==> config.mk <==
export PLATFORM = sky130hd
export DESIGN_NAME = dcache_ctrl
export DESIGN_NICKNAME = d
export VERILOG_FILES = /design/src/common/dcache_pkg.sv /design/src/dcache/dcache_ctrl.sv
export VERILOG_INCLUDE_DIRS = /design/src /design/src/common
export SDC_FILE = /design/constraint.sdc
export NUM_CORES = 1
export LEC_CHECK = 0
export BUFFER_PORTS_ARGS = -buffer_cell sky130_fd_sc_hd__clkbuf_2
export CORE_MARGIN = 2
export CORE_UTILIZATION = 34
export CTS_CLUSTER_SIZE = 8
export DETAILED_ROUTE_END_ITERATION = 7
export PLACE_DENSITY = 0.7
export SYNTH_ARGS = -nofsm -noshare
export SYNTH_HDL_FRONTEND = slang
export SYNTH_SLANG_ARGS = --single-unit
==> constraint.sdc <==
create_clock -name clk -period 2.27 [get_ports clk]
set_input_delay 0.1135 -clock clk [delete_from_list [all_inputs] [get_ports clk]]
set_output_delay 0.1135 -clock clk [all_outputs]
set_load 0.005 [all_outputs]
==> src/common/dcache_defs.svh <==
// Width and geometry macros for the 2-way data cache
// Word address splits as tag | index | offset

`ifndef DCACHE_DEFS_SVH
`define DCACHE_DEFS_SVH

// CPU word address and data word
`define DC_ADDR_W   19
`define DC_DATA_W   16

// Byte lanes in one data word
`define DC_BE_W     2

// 256 sets of 8-word lines
`define DC_INDEX_W  8
`define DC_OFFSET_W 3

// Whatever is left of the word address above index and offset
`define DC_TAG_W    (`DC_ADDR_W - `DC_INDEX_W - `DC_OFFSET_W)

`endif

==> src/common/dcache_pkg.sv <==
// Shared types of the data cache
// Address fields, CPU and memory requests, tag entries and enums

`include "dcache_defs.svh"

package dcache_pkg;

    // Word address broken into its cache fields
    typedef struct packed {
        logic [`DC_TAG_W-1:0]    tag;
        logic [`DC_INDEX_W-1:0]  index;
        logic [`DC_OFFSET_W-1:0] offset;
    } dc_addr_t;

    // One CPU access, held stable until the ack
    typedef struct packed {
        dc_addr_t              addr;
        logic [`DC_DATA_W-1:0] wdata;
        logic                  wr_en;
        logic [`DC_BE_W-1:0]   bytesel;
    } cpu_req_t;

    // Burst opcode on the memory side
    typedef enum logic {
        MEM_READ  = 1'b0,
        MEM_WRITE = 1'b1
    } mem_op_e;

    // One beat of a line burst, always a whole word
    typedef struct packed {
        dc_addr_t              addr;
        logic [`DC_DATA_W-1:0] wdata;
        mem_op_e               op;
    } mem_req_t;

    // State of one way in one set
    typedef struct packed {
        logic                 valid;
        logic                 dirty;
        logic [`DC_TAG_W-1:0] tag;
    } tag_entry_t;

    typedef enum logic [1:0] {
        ST_IDLE      = 2'd0,
        ST_LOOKUP    = 2'd1,
        ST_WRITEBACK = 2'd2,
        ST_FILL      = 2'd3
    } cache_state_e;

endpackage

==> src/dcache/dcache_ctrl.sv <==
// Cache controller FSM: lookup, dirty write-back and line fill
// Drives the memory burst, the CPU ack and the store strobes

`include "dcache_defs.svh"

module dcache_ctrl (
    input  logic                     clk,
    input  logic                     reset,
    // CPU side
    input  logic                     cpu_access,
    input  dcache_pkg::cpu_req_t     cpu_req,
    output logic                     cpu_ack,
    // Memory side
    output logic                     mem_access,
    output dcache_pkg::mem_req_t     mem_req,
    input  logic                     mem_ack,
    // Tag store
    output dcache_pkg::dc_addr_t     lookup_addr,
    input  logic                     hit,
    input  logic                     hit_way,
    input  logic                     victim_way,
    input  dcache_pkg::tag_entry_t   victim,
    output logic                     hit_update,
    output logic                     fill_start,
    output logic                     fill_done,
    // Data store
    output logic                     cpu_write,
    output logic                     line_write,
    output logic                     line_way,
    output logic [`DC_OFFSET_W-1:0]  line_offset,
    input  logic [`DC_DATA_W-1:0]    wb_data
);

    dcache_pkg::cache_state_e state_q;
    dcache_pkg::cache_state_e state_d;
    dcache_pkg::cpu_req_t     req_q;
    logic [`DC_TAG_W-1:0]     mem_tag_q;
    logic [`DC_OFFSET_W-1:0]  cnt_q;
    logic                     way_q;
    logic                     miss;
    logic                     wb_needed;
    logic                     beat_done;
    logic                     last_beat;

    // ------------------------------------------------------------------
    // Decode of the current cycle
    // ------------------------------------------------------------------
    assign miss      = (state_q == dcache_pkg::ST_LOOKUP) && !hit;
    assign wb_needed = victim.valid && victim.dirty;
    assign beat_done = mem_access && mem_ack;
    assign last_beat = beat_done && (cnt_q == '1);

    always_comb begin
        state_d = state_q;
        case (state_q)
            dcache_pkg::ST_IDLE: begin
                if (cpu_access)
                    state_d = dcache_pkg::ST_LOOKUP;
            end
            dcache_pkg::ST_LOOKUP: begin
                if (hit)
                    state_d = dcache_pkg::ST_IDLE;
                else if (wb_needed)
                    state_d = dcache_pkg::ST_WRITEBACK;
                else
                    state_d = dcache_pkg::ST_FILL;
            end
            dcache_pkg::ST_WRITEBACK: begin
                if (last_beat)
                    state_d = dcache_pkg::ST_FILL;
            end
            dcache_pkg::ST_FILL: begin
                // Back to lookup, which then hits on the new line
                if (last_beat)
                    state_d = dcache_pkg::ST_LOOKUP;
            end
            default: state_d = dcache_pkg::ST_IDLE;
        endcase
    end

    // ------------------------------------------------------------------
    // State, beat counter and chosen way
    // ------------------------------------------------------------------
    always_ff @(posedge clk or posedge reset) begin
        if (reset) begin
            state_q <= dcache_pkg::ST_IDLE;
            cnt_q   <= '0;
            way_q   <= 1'b0;
        end else begin
            state_q <= state_d;
            // Eight beats wrap the counter back to zero
            if (beat_done)
                cnt_q <= cnt_q + 1'b1;
            if (miss)
                way_q <= victim_way;
        end
    end

    // Request latch and burst tag
    always_ff @(posedge clk) begin
        if (state_q == dcache_pkg::ST_IDLE && cpu_access)
            req_q <= cpu_req;
        if (miss)
            mem_tag_q <= wb_needed ? victim.tag : req_q.addr.tag;
        else if (state_q == dcache_pkg::ST_WRITEBACK && last_beat)
            mem_tag_q <= req_q.addr.tag;
    end

    // ------------------------------------------------------------------
    // Store strobes
    // ------------------------------------------------------------------
    assign lookup_addr = (state_q == dcache_pkg::ST_IDLE) ? cpu_req.addr : req_q.addr;
    assign cpu_ack     = (state_q == dcache_pkg::ST_LOOKUP) && hit;
    assign hit_update  = cpu_ack;
    assign cpu_write   = cpu_ack && req_q.wr_en;
    assign fill_start  = miss;
    assign fill_done   = (state_q == dcache_pkg::ST_FILL) && last_beat;
    assign line_write  = (state_q == dcache_pkg::ST_FILL) && beat_done;

    // Way is not latched yet during lookup
    assign line_way = (state_q == dcache_pkg::ST_LOOKUP) ? (hit ? hit_way : victim_way) : way_q;

    // Write-back reads run one word ahead so the RAM output is ready for the next beat
    assign line_offset = (state_q == dcache_pkg::ST_WRITEBACK && beat_done) ?
                         cnt_q + 1'b1 : cnt_q;

    // ------------------------------------------------------------------
    // Memory burst
    // ------------------------------------------------------------------
    assign mem_access = (state_q == dcache_pkg::ST_WRITEBACK) ||
                        (state_q == dcache_pkg::ST_FILL);

    always_comb begin
        mem_req.addr.tag    = mem_tag_q;
        mem_req.addr.index  = req_q.addr.index;
        mem_req.addr.offset = cnt_q;
        if (state_q == dcache_pkg::ST_WRITEBACK) begin
            mem_req.wdata = wb_data;
            mem_req.op    = dcache_pkg::MEM_WRITE;
        end else begin
            mem_req.wdata = '0;
            mem_req.op    = dcache_pkg::MEM_READ;
        end
    end

    // The acked request is still the one the CPU presented at lookup
    a_ack_on_held_req: assert property (
        @(posedge clk) disable iff (reset)
        cpu_ack |-> cpu_access && (cpu_req == req_q)
    );

    // A beat waiting for its ack keeps address, data and opcode
    a_mem_req_stable: assert property (
        @(posedge clk) disable iff (reset)
        mem_access && !mem_ack |=> $stable(mem_req)
    );

endmodule

-- Word-level counts from Yosys, hierarchy flattened
Index checks and enable logic that the tools add are counted.
- register bits after elaboration: 34
- $add $sub $neg: 1
- eq/ne operators: 7
- muxes and demuxes: 14
- reductions and logical operators: 16
- operators with widths (kind ; number):
    8-bit two-way mux ; 3
    19-bit two-way mux ; 1
    17-bit two-way mux ; 1
    1-bit logical AND ; 11
    2-bit two-way mux ; 4
    2-bit case mux with 4 select lines ; 1
    2-bit inequality test (second input constant) ; 3
    2-bit == test (second input constant) ; 2
    3-bit by 1-bit adder with 3-bit output (second input constant) ; 1
    3-bit == test (second input constant) ; 1
    1-bit two-way mux ; 3
    3-bit two-way mux ; 1
    3-bit AND reduction ; 1
    2-bit by 1-bit == test with 1-bit output (second input constant) ; 1
    2-bit zero test ; 1
    2-bit nonzero test ; 1
    1-bit zero test ; 1
    1-bit logical OR ; 1

-- Longest topological paths before layout
Gate-level depths: netlist of run 1.
- depth in word-level cells: 7
- depth in mapped cells: 6

-- Least setup slack after synthesis of run 1
No wires, ideal clock.
- kind: flip-flop to flip-flop
- from: reg state_q[0]
- to: reg req_q, in the netlist mem_req[20], enable pin
- library setup time: 0.378 ns
- data arrival time: 1.396 ns
- slack: 0.496 ns
- stages on the path, launching flop included: 5
- cells stage by stage: dfrtp_1 -> inv_1 -> ha_1 -> buf_2 -> and2_1
- word-level cells in the longest chain between the ends: 2
- RTL lines (what ; line ; text):
    start, declared ; dcache_ctrl.sv:34 ; dcache_pkg::cache_state_e state_q;
    start signal, assigned ; dcache_ctrl.sv:86 ; state_q <= dcache_pkg::ST_IDLE;
    start signal, assigned ; dcache_ctrl.sv:90 ; state_q <= state_d;
    2-bit zero test ; dcache_ctrl.sv:101 ; if (state_q == dcache_pkg::ST_IDLE && cpu_access)
    1-bit logical AND ; dcache_ctrl.sv:101 ;
    end signal, assigned ; dcache_ctrl.sv:102 ; req_q <= cpu_req;
    end, declared ; dcache_ctrl.sv:36 ; dcache_pkg::cpu_req_t req_q;
No other way between the ends.
A chain may end at the register's enable or synchronous reset.

-- Worst setup path after layout of run 1
- from: reg state_q[0]
- to: out line_offset[1]
- word-level cells in the longest chain between the ends: 5
- elaborated cells between the ends (all ways): 6
- those cells by class: 2 x eq/ne; 1 x mux; 3 x reduce/logical
- RTL lines (what ; line ; text):
    2-bit == test (on tied branches) ; dcache_ctrl.sv:124, dcache_ctrl.sv:130, dcache_ctrl.sv:131 ;
    1-bit logical OR ; dcache_ctrl.sv:130 ; assign mem_access = (state_q == dcache_pkg::ST_WRITEBACK) ||
    1-bit logical AND ; dcache_ctrl.sv:50 ; assign beat_done = mem_access && mem_ack;
    1-bit logical AND * ; dcache_ctrl.sv:124 ; assign line_offset = (state_q == dcache_pkg::ST_WRITEBACK && beat_done) ?
    3-bit two-way mux * ; dcache_ctrl.sv:124 ;
    end, declared ; dcache_ctrl.sv:30 ; output logic [`DC_OFFSET_W-1:0] line_offset,
Mark *: on every way between the ends. The rest lies on a longest branch, timed or not.

==> flow_metrics.py, run 1 <==
metrics = {
    "pwr": {
        "switchingPower_mw": 0.796,
        "internal_power_mw": 1.69,
        "power_density_nw_per_um2": 992,
        "p_seq_share_pct": 37.5,
        "p_clk_share_pct": 16.5,
        "peakVddDrop_v": 0.000395,
        "p_comb_share_pct": 46.0,
        "power_mw": 2.49,
        "power.share.switching_pct": 32.0,
        "p_leak_nw": 1.21,
    },
    "critical_path": {
        "arrival_ps": 1950,
        "start_kind": "flip-flop",
        "critPathCaptureType": "output port",
        "path_buf_inv": 2,
        "reg2reg_depth": 5,
        "reg2reg_slack_ps": 400,
        "reg2reg_from": "state_q[0]",
        "cpLargestDelayFamily": "adder cells",
        "worstPathRequired_ps": 2160,
        "crit_fanout": 22,
        "critPathKind": "reg2out",
        "critPathMaxStageDelay_ps": 510,
        "timing.rr.end": "cnt_q[2]",
        "crit_chain": "inv_1, ha_1, nand2_1, mux2_2, clkbuf_2",
        "cp_slowest_cell": "ha_1",
    },
    "floorplanning": {
        "start_util_pct": 35.3,
        "die-area_um2": 5930,
        "ios": 137,
        "num_rows": 26,
        "die_w_um": 77.0,
        "die_y_um": 77.0,
        "core_um2": 5140,
    },
    "global_routing": {
        "grt_pass1_wl_um": 6390,
        "grtUsageTotal_pct": 13.8,
        "grtUsageMet1_pct": 16.0,
        "grt_util_met3_pct": 4.00,
        "grt_pass1_vias": 1345,
        "antenna_found_initial": 0,
        "gr-total-overflow": 0,
        "grt_most_used_layer": "met2",
        "grt_max_degree": 23,
        "use_met2_pct": 24.1,
    },
    "detailed_routing": {
        "drt_iter0_markers": 20,
        "drt-wirelength-per-cell_um": 12.7,
        "drc": 0,
        "ant_nets": 0,
        "vias": 1426,
        "firstDrtPassIters": 4,
        "routed_wl_um": 4000,
        "vias_per_cell": 4.54,
    },
    "clock_network": {
        "clockRootBuffer": "clkbuf_8",
        "cts-buffers-inserted": 5,
        "postCtsSetupBuffers": 0,
        "clk_pin_slew_worst_paths_ps": 70,
        "cts_tree": "yes",
        "clkLatencyLatePin_ps": 280,
        "clock-sinks": 34,
        "cts-htree-levels": 2,
        "clock_path_buffers": 2,
    },
    "cells_and_area": {
        "fin_cells": 314,
        "area_growth_pct": 38.5,
        "fin_util_pct": 48.9,
        "drive_gt1_share_pct": 67.6,
        "layout.nets": 321,
        "n_fill_cell": 483,
        "antennaDiodeCount": 0,
        "ff_latch_area_um2": 991,
        "multiInputGateArea_um2": 714,
    },
    "timing": {
        "rsz0062_at_grt": "false",
        "fin_crit_sh_pct": 91.0,
        "slew_violations": 0,
        "post-route-min-period_ps": 2070,
        "max-slew-margin-rel_pct": 64.1,
        "fin_skew_ps": 4.88,
        "fmax_ghz": 0.484,
        "tightest_slew_ps": 539,
        "hold_viol": 0,
        "setup_ws_ps": 205,
        "fin_tns_setup_ps": 0,
        "setup_violations": 0,
    },
    "placed_design": {
        "routabilityCongestion": 0.737,
        "post-place-ws_ps": 399,
        "io_buffers": 118,
        "hpwl_um": 3140,
        "place_inst": 306,
    },
    "logic_synthesis": {
        "avgSynthCellArea_um2": 13.9,
        "synth_edf_count": 28,
        "synthDominantCellAreaShare_pct": 46.4,
        "synth_top_area_cell": "edfxtp_1",
        "synthArstFlopShare_pct": 17.6,
        "ys_ff_latch": 34,
        "yosysWarnings": 0,
        "synth_cell_types": 25,
        "synth_cells": 130,
        "ys_seq_area_share_pct": 54.7,
        "synthTopCellsByCount": "mux2_2 (32), edfxtp_1 (28), and2_1 (18)",
        "synth_ff_type": "edfxtp_1",
        "synth.area.top_cells": "edfxtp_1 (46%), mux2_2 (20%), dfrtp_1 (8.3%)",
        "syn_area_um2": 1810,
        "synth.most_common_cell": "mux2_2",
        "syn_nets": 207,
    },
    "min_path": {
        "hold_start": "cpu_req[2]",
        "hold_depth": 1,
        "holdPathEnd": "req_q[2]",
        "hold_path_class": "in2reg",
    },
    "outcome": {
        "status": "finished clean",
    },
    "job": {
        "maxCapViolations": 0,
    },
}
==> per-stage QoR <==
stage	hold WS [ps]	cell area, um^2
after floorplan	-95.5	1810
after global placement	30.4	2420
after detailed placement	30.6	2420
after CTS	4.17	2510
after global routing	6.08	2510
final	12.1	2510
==> layout make-up <==
type | count | area share [%]
sequential | 34 | 39.5
multi-input combinational | 79 | 28.5
timing repair buffer | 121 | 25.0
tap | 70 | 3.49
clock buffer | 5 | 2.74
inverter | 3 | 0.448
clock inverter | 2 | 0.399
==> worst max path at each step <==
stage,start,to,cells past startpoint
2_1_floorplan,state_q[0],mem_req[20],4
3_3_place_gp,state_q[0],cnt_q[1],5
3_5_place_dp,state_q[0],cnt_q[2],5
4_1_cts,state_q[0],line_offset[2],5
5_1_grt,state_q[0],line_offset[1],5
6_report,state_q[0],line_offset[1],5
==> state kept, by name (all words and copies together), names as in the netlist <==
signal     cells
state_q        2
cnt_q          3
mem_req        8
req_q         12
mem_tag_q      8
way_q          1
==> cells by family after synthesis <==
| group | count (synthesis) | synth area share [%] |
|---|---|---|
| adder cells (fa/ha/maj) | 6 | 4.14 |
| flip-flops | 34 | 54.7 |
| multiplexers | 35 | 21.5 |
| AND/OR/NAND/NOR | 31 | 11.2 |
| AO/OA/AOI/OAI | 5 | 1.59 |
| buffers and inverters | 17 | 5.93 |
| XOR/XNOR | 2 | 0.966 |
==> layer usage <==
layer	part of all wire [%]	routed length, um	vias up
met4	1.4	57	0
met5	0	0	-
met2	46	1860	89
met1	43	1710	652
met3	9.4	378	7
li1	-	-	678
==> repair_timing <==
action / in CTS / in global routing
gates resized for setup: 0 / 0
hold buffers: 1 / 0
hold endpoints to repair: 6 / 0
==> placed cells by master (no fill, tap or decap), types with 3 or more instances in the layout <==
cell      instances
a21oi_1           3
and2_1           18
clkbuf_2        118
clkbuf_8          5
dfrtp_1           6
edfxtp_1         28
ha_1              6
inv_1             3
mux2_2           32
mux2i_1           3
nand2_1           4
==> power groups by stage <==
| stage | Combinational [mW] | Clock [mW] | Sequential, mW |
|---|---|---|---|
| 2_1_floorplan | 0.706 | 0 | 0.940 |
| 3_3_place_gp | 1.15 | 0 | 0.941 |
| 3_5_place_dp | 1.16 | 0 | 0.950 |
| 4_1_cts | 1.17 | 0.432 | 0.936 |
| 5_1_grt | 1.28 | 0.446 | 0.954 |
| 6_report | 1.15 | 0.411 | 0.934 |
No activity file was read; power rests on OpenSTA's default activity.
==> run 2: changes to the inputs <==
Settings changed: CELL_PAD_IN_SITES_DETAIL_PLACEMENT set to 0, CELL_PAD_IN_SITES_GLOBAL_PLACEMENT set to 1, CORE_UTILIZATION 34 to 29, PLACE_DENSITY 0.7 to unset, PLACE_DENSITY_LB_ADDON set to 0.1.
==> run 2 against run 1 <==
  * Via count fell by 1.9%
  * Flip-flop and latch count stayed put
  * Register-to-register slack improved by 150 ps
  * Die area is 16% higher
  * Cell area is 0.55% higher
  * Power shrank 0.83%
  * Count of clock-buffer cells in the layout stayed put
  * Utilization is 6.7 points lower
  * Clock power shrank 1%
  * Global-route usage shrank 1.4 points
  * Critical path depth unchanged
==> flow_metrics.py, run 2 (synthesis results as in run 1) <==
metrics = {
    "job": {
        "maxCapViolations": 0,
    },
    "detailed_routing": {
        "drc": 0,
        "vias_per_cell": 4.37,
        "drt-wirelength-per-cell_um": 12.7,
        "firstDrtPassIters": 4,
        "drt_iter0_markers": 27,
        "ant_nets": 0,
        "routed_wl_um": 4080,
        "vias": 1399,
    },
    "cells_and_area": {
        "mostFrequentLayoutCells": "clkbuf_2 (118), mux2_2 (32), edfxtp_1 (28)",
        "antennaDiodeCount": 0,
        "drive_gt1_share_pct": 67.8,
        "largest_register_ffs": 12,
        "fin_cells": 320,
        "area_growth_pct": 39.3,
        "final_common_cell": "clkbuf_2",
        "layout.nets": 322,
        "largest_register": "req_q",
    },
    "floorplanning": {
        "ios": 137,
        "die_y_um": 83.1,
        "die-area_um2": 6900,
        "num_rows": 28,
        "core_um2": 5990,
        "start_util_pct": 30.3,
        "die_w_um": 83.1,
    },
    "clock_network": {
        "cts_tree": "yes",
        "holdBufCountCts": 1,
        "clk_pin_slew_worst_paths_ps": 60,
        "cts-htree-levels": 2,
        "clockRootBuffer": "clkbuf_8",
        "postCtsSetupBuffers": 0,
        "clock-sinks": 34,
        "cts.repair.resized": 0,
        "cts-buffers-inserted": 5,
        "clkLatencyLatePin_ps": 270,
        "clock_path_buffers": 2,
    },
    "global_routing": {
        "grt_pass1_wl_um": 6890,
        "antenna_found_initial": 0,
        "gr-total-overflow": 0,
        "grtUsageTotal_pct": 12.4,
        "grt_pass1_vias": 1422,
        "grt_max_degree": 19,
    },
    "pwr": {
        "p_leak_nw": 1.22,
        "p_seq_share_pct": 37.8,
        "power.share.switching_pct": 31.7,
        "internal_power_mw": 1.69,
        "p_comb_share_pct": 45.8,
        "switchingPower_mw": 0.784,
        "peakVddDrop_v": 0.000493,
        "p_clk_share_pct": 16.4,
        "power_mw": 2.47,
        "power_density_nw_per_um2": 978,
    },
    "critical_path": {
        "worstPathRequired_ps": 2160,
        "crit_fanout": 14,
        "critPathCaptureType": "output port",
        "start_kind": "flip-flop",
        "critPathKind": "reg2out",
        "arrival_ps": 1910,
    },
    "timing": {
        "post-route-min-period_ps": 2020,
        "max-slew-margin-rel_pct": 78.0,
        "fin_tns_setup_ps": 0,
        "fin_crit_sh_pct": 88.9,
        "rsz0062_at_grt": "false",
        "fmax_ghz": 0.495,
        "hold_viol": 0,
        "tightest_slew_ps": 330,
        "slew_violations": 0,
        "fin_skew_ps": 1.39,
        "setup_violations": 0,
    },
    "placed_design": {
        "hpwl_um": 3320,
        "io_buffers": 118,
        "routabilityCongestion": 0.740,
        "place_inst": 312,
    },
    "min_path": {
        "hold_path_class": "in2reg",
    },
    "outcome": {
        "status": "finished clean",
    },
}
[run 2: cell types whose count changed in the layout (fill, tap and decap cells not counted), sizes merged]
cell	delta
buf	+1
[run 2: final timing paths]
kind / from / to / slack, ps / depth (start not counted)
setup reg to reg: state_q[1] / mem_tag_q[4] / 550 / 5
hold / removal: cpu_req[2] / req_q[2] / 20 / 1
hold reg to reg: way_q / way_q / 510 / 1
min in group asynchronous: reset / cnt_q[2] / 280 / 3
setup / recovery: state_q[0] / lookup_addr[14] / 250 / 5
max in group asynchronous: reset / state_q[1] / 1780 / 3
[run 2: layout make-up]
cell class | count | area, um^2
fill | 596 | 3470
sequential | 34 | 991
multi-input combinational | 79 | 714
timing repair buffer | 122 | 636
tap | 75 | 93.8
clock buffer | 5 | 68.8
inverter | 3 | 11.3
clock inverter | 2 | 10.0
[run 2: critical path, cell delays in order (launching register included)]
cell and delay (ps):
dfrtp_1 400, inv_1 100, ha_1 360, buf_4 290, mux2_2 360, clkbuf_2 110
[run 2: per-stage QoR]
step	hold WS (ps)	cell area (um^2)	util, %	setup slack, ps
3_5_place_dp	37.3	2440	40.7	488
4_1_cts	7.94	2520	42.1	176
6_report	23.3	2520	42.1	251
5_1_grt	6.34	2520	42.1	104
2_1_floorplan	-95.5	1810	-	496
3_3_place_gp	33.2	2440	40.7	479
[run 2: power by group through the flow]
stage	sequential [mW]	clock [mW]	combinational [mW]
final	0.933	0.405	1.13
after global routing	0.957	0.462	1.26
after CTS	0.936	0.428	1.17
after detailed placement	0.949	0	1.16
after global placement	0.944	0	1.17
after floorplan	0.940	0	0.706
[run 2: metal layers]
metal	GRT usage, %	vias to the layer above	share of wire (%)
li1	-	682	-
met1	14.9	633	37
met2	20.8	78	51
met3	4.37	6	11
met4	3.87	0	1.3
met5	0	-	0
==> run 3: changes to the inputs <==
Settings changed: PLACE_DENSITY set to 0.85, PLACE_DENSITY_LB_ADDON 0.1 to unset.
==> run 3 against run 2 <==
  * Register-to-register slack about the same
  * Worst hold slack got worse by 5.0 ps
  * Clock power increased by 61%
  * Utilization increased by 1.1 points
  * Routed wire length about the same
  * Non-clock buffer count increased by 1
  * First-iteration DRC count decreased by 3.7%
  * Count of clock-buffer cells in the layout unchanged
  * Critical path type unchanged
==> flow_metrics.py, run 3 (synthesis results as in run 1) <==
metrics = {
    "global_routing": {
        "grt_pass1_wl_um": 6560,
        "grtUsageTotal_pct": 11.9,
        "antenna_found_initial": 0,
        "gr-total-overflow": 0,
        "grt_max_degree": 22,
        "grt_util_met3_pct": 3.18,
        "grtUsageMet1_pct": 14.3,
        "grt_pass1_vias": 1374,
        "grt_most_used_layer": "met2",
        "use_met2_pct": 20.5,
    },
    "detailed_routing": {
        "vias_per_cell": 4.38,
        "firstDrtPassIters": 4,
        "drt_iter0_markers": 26,
        "vias": 1410,
        "ant_nets": 0,
        "drt-wirelength-per-cell_um": 12.7,
        "routed_wl_um": 4080,
        "drc": 0,
    },
    "critical_path": {
        "crit_fanout": 21,
        "critPathCaptureType": "output port",
        "arrival_ps": 1760,
        "start_kind": "flip-flop",
        "reg2reg_slack_ps": 540,
        "critPathKind": "reg2out",
        "worstPathRequired_ps": 2160,
    },
    "timing": {
        "fmax_ghz": 0.533,
        "fin_tns_setup_ps": 0,
        "post-route-min-period_ps": 1880,
        "tightest_slew_ps": 420,
        "hold_viol": 0,
        "max-slew-margin-rel_pct": 72.0,
        "fin_crit_sh_pct": 82.6,
        "rsz0062_at_grt": "false",
        "setup_violations": 0,
        "slew_violations": 0,
        "fin_skew_ps": 5.34,
        "setup_ws_ps": 395,
    },
    "placed_design": {
        "routabilityCongestion": 0.744,
        "post-place-ws_ps": 541,
        "hpwl_um": 3270,
        "io_buffers": 118,
    },
    "cells_and_area": {
        "drive_gt1_share_pct": 67.2,
        "largest_register_ffs": 12,
        "antennaDiodeCount": 0,
        "area_growth_pct": 42.8,
        "mostFrequentLayoutCells": "clkbuf_2 (118), mux2_2 (32), edfxtp_1 (28)",
        "final_common_cell": "clkbuf_2",
        "n_fill_cell": 563,
        "largest_register": "req_q",
        "layout.nets": 323,
    },
    "floorplanning": {
        "die-area_um2": 6900,
        "die_y_um": 83.1,
        "core_um2": 5990,
        "ios": 137,
        "die_w_um": 83.1,
        "start_util_pct": 30.3,
        "num_rows": 28,
    },
    "min_path": {
        "hold_path_class": "in2reg",
    },
    "clock_network": {
        "cts-htree-levels": 2,
        "clock_path_buffers": 2,
        "clock-sinks": 34,
        "clk_pin_slew_worst_paths_ps": 70,
        "cts-buffers-inserted": 5,
        "postCtsSetupBuffers": 0,
        "clkLatencyLatePin_ps": 280,
        "cts_tree": "yes",
        "clockRootBuffer": "clkbuf_8",
    },
    "pwr": {
        "p_leak_nw": 1.25,
        "power_mw": 2.72,
        "peakVddDrop_v": 0.000391,
        "power_density_nw_per_um2": 1050,
    },
    "outcome": {
        "status": "finished clean",
    },
    "job": {
        "maxCapViolations": 0,
    },
}
==> run 3: metrics by stage <==
step / std cells / hold WS, ps / instance area, um^2 / util, %
CTS: 322 / 7.54 / 2590 / 43.2
floorplan: 130 / -95.5 / 1810 / -
global placement: 312 / 19.9 / 2440 / 40.7
finish: 322 / 18.3 / 2590 / 43.2
detailed placement: 312 / 30.4 / 2440 / 40.7
global route: 322 / 3.80 / 2590 / 43.2
==> run 3: where the power goes <==
group	internal, mW	switching, mW
Combinational	0.621	0.514
Sequential	0.858	0.0766
Clock	0.435	0.217
==> run 3: critical path, stage by stage (launching register included) <==
cell	delay [ps]
dfrtp_1	390
inv_1	90
ha_1	200
buf_4	190
nand2_1	150
mux2_2	350
clkbuf_2	110
==> run 3: path summary, 6_finish.rpt <==
| check | startpoint | endpoint | cells past startpoint |
|---|---|---|---|
| hold / removal | cpu_req[20] | req_q[20] | 1 |
| hold reg to reg | way_q | way_q | 1 |
| max in group asynchronous | reset | state_q[0] | 3 |
| setup / recovery | state_q[0] | line_offset[1] | 6 |
| min in group asynchronous | reset | cnt_q[1] | 3 |
| setup reg to reg | state_q[1] | mem_tag_q[6] | 5 |
==> run 3: final cells by class <==
cell class / instances / area [um^2] / area share, %
clock buffers: 5 / 68.8 / 2.66
well taps: 75 / 93.8 / 3.62
flip-flops and latches: 34 / 991 / 38.3
repair buffers: 123 / 646 / 24.9
inverters: 3 / 11.3 / 0.435
clock inverters: 3 / 63.8 / 2.46
multi-input cells: 79 / 714 / 27.6
==> run 3: routing by layer <==
metal  vias up  part of all wire, %
li1        684                    -
met1       637                   41
met2        84                   50
met3         5                  7.6
met4         0                  1.5
met5         -                    0
==> run 3: repair_timing <==
action                    in CTS  in global routing
hold buffers                   2                  0
resized for setup              0                  0
hold endpoints to repair       7                  0
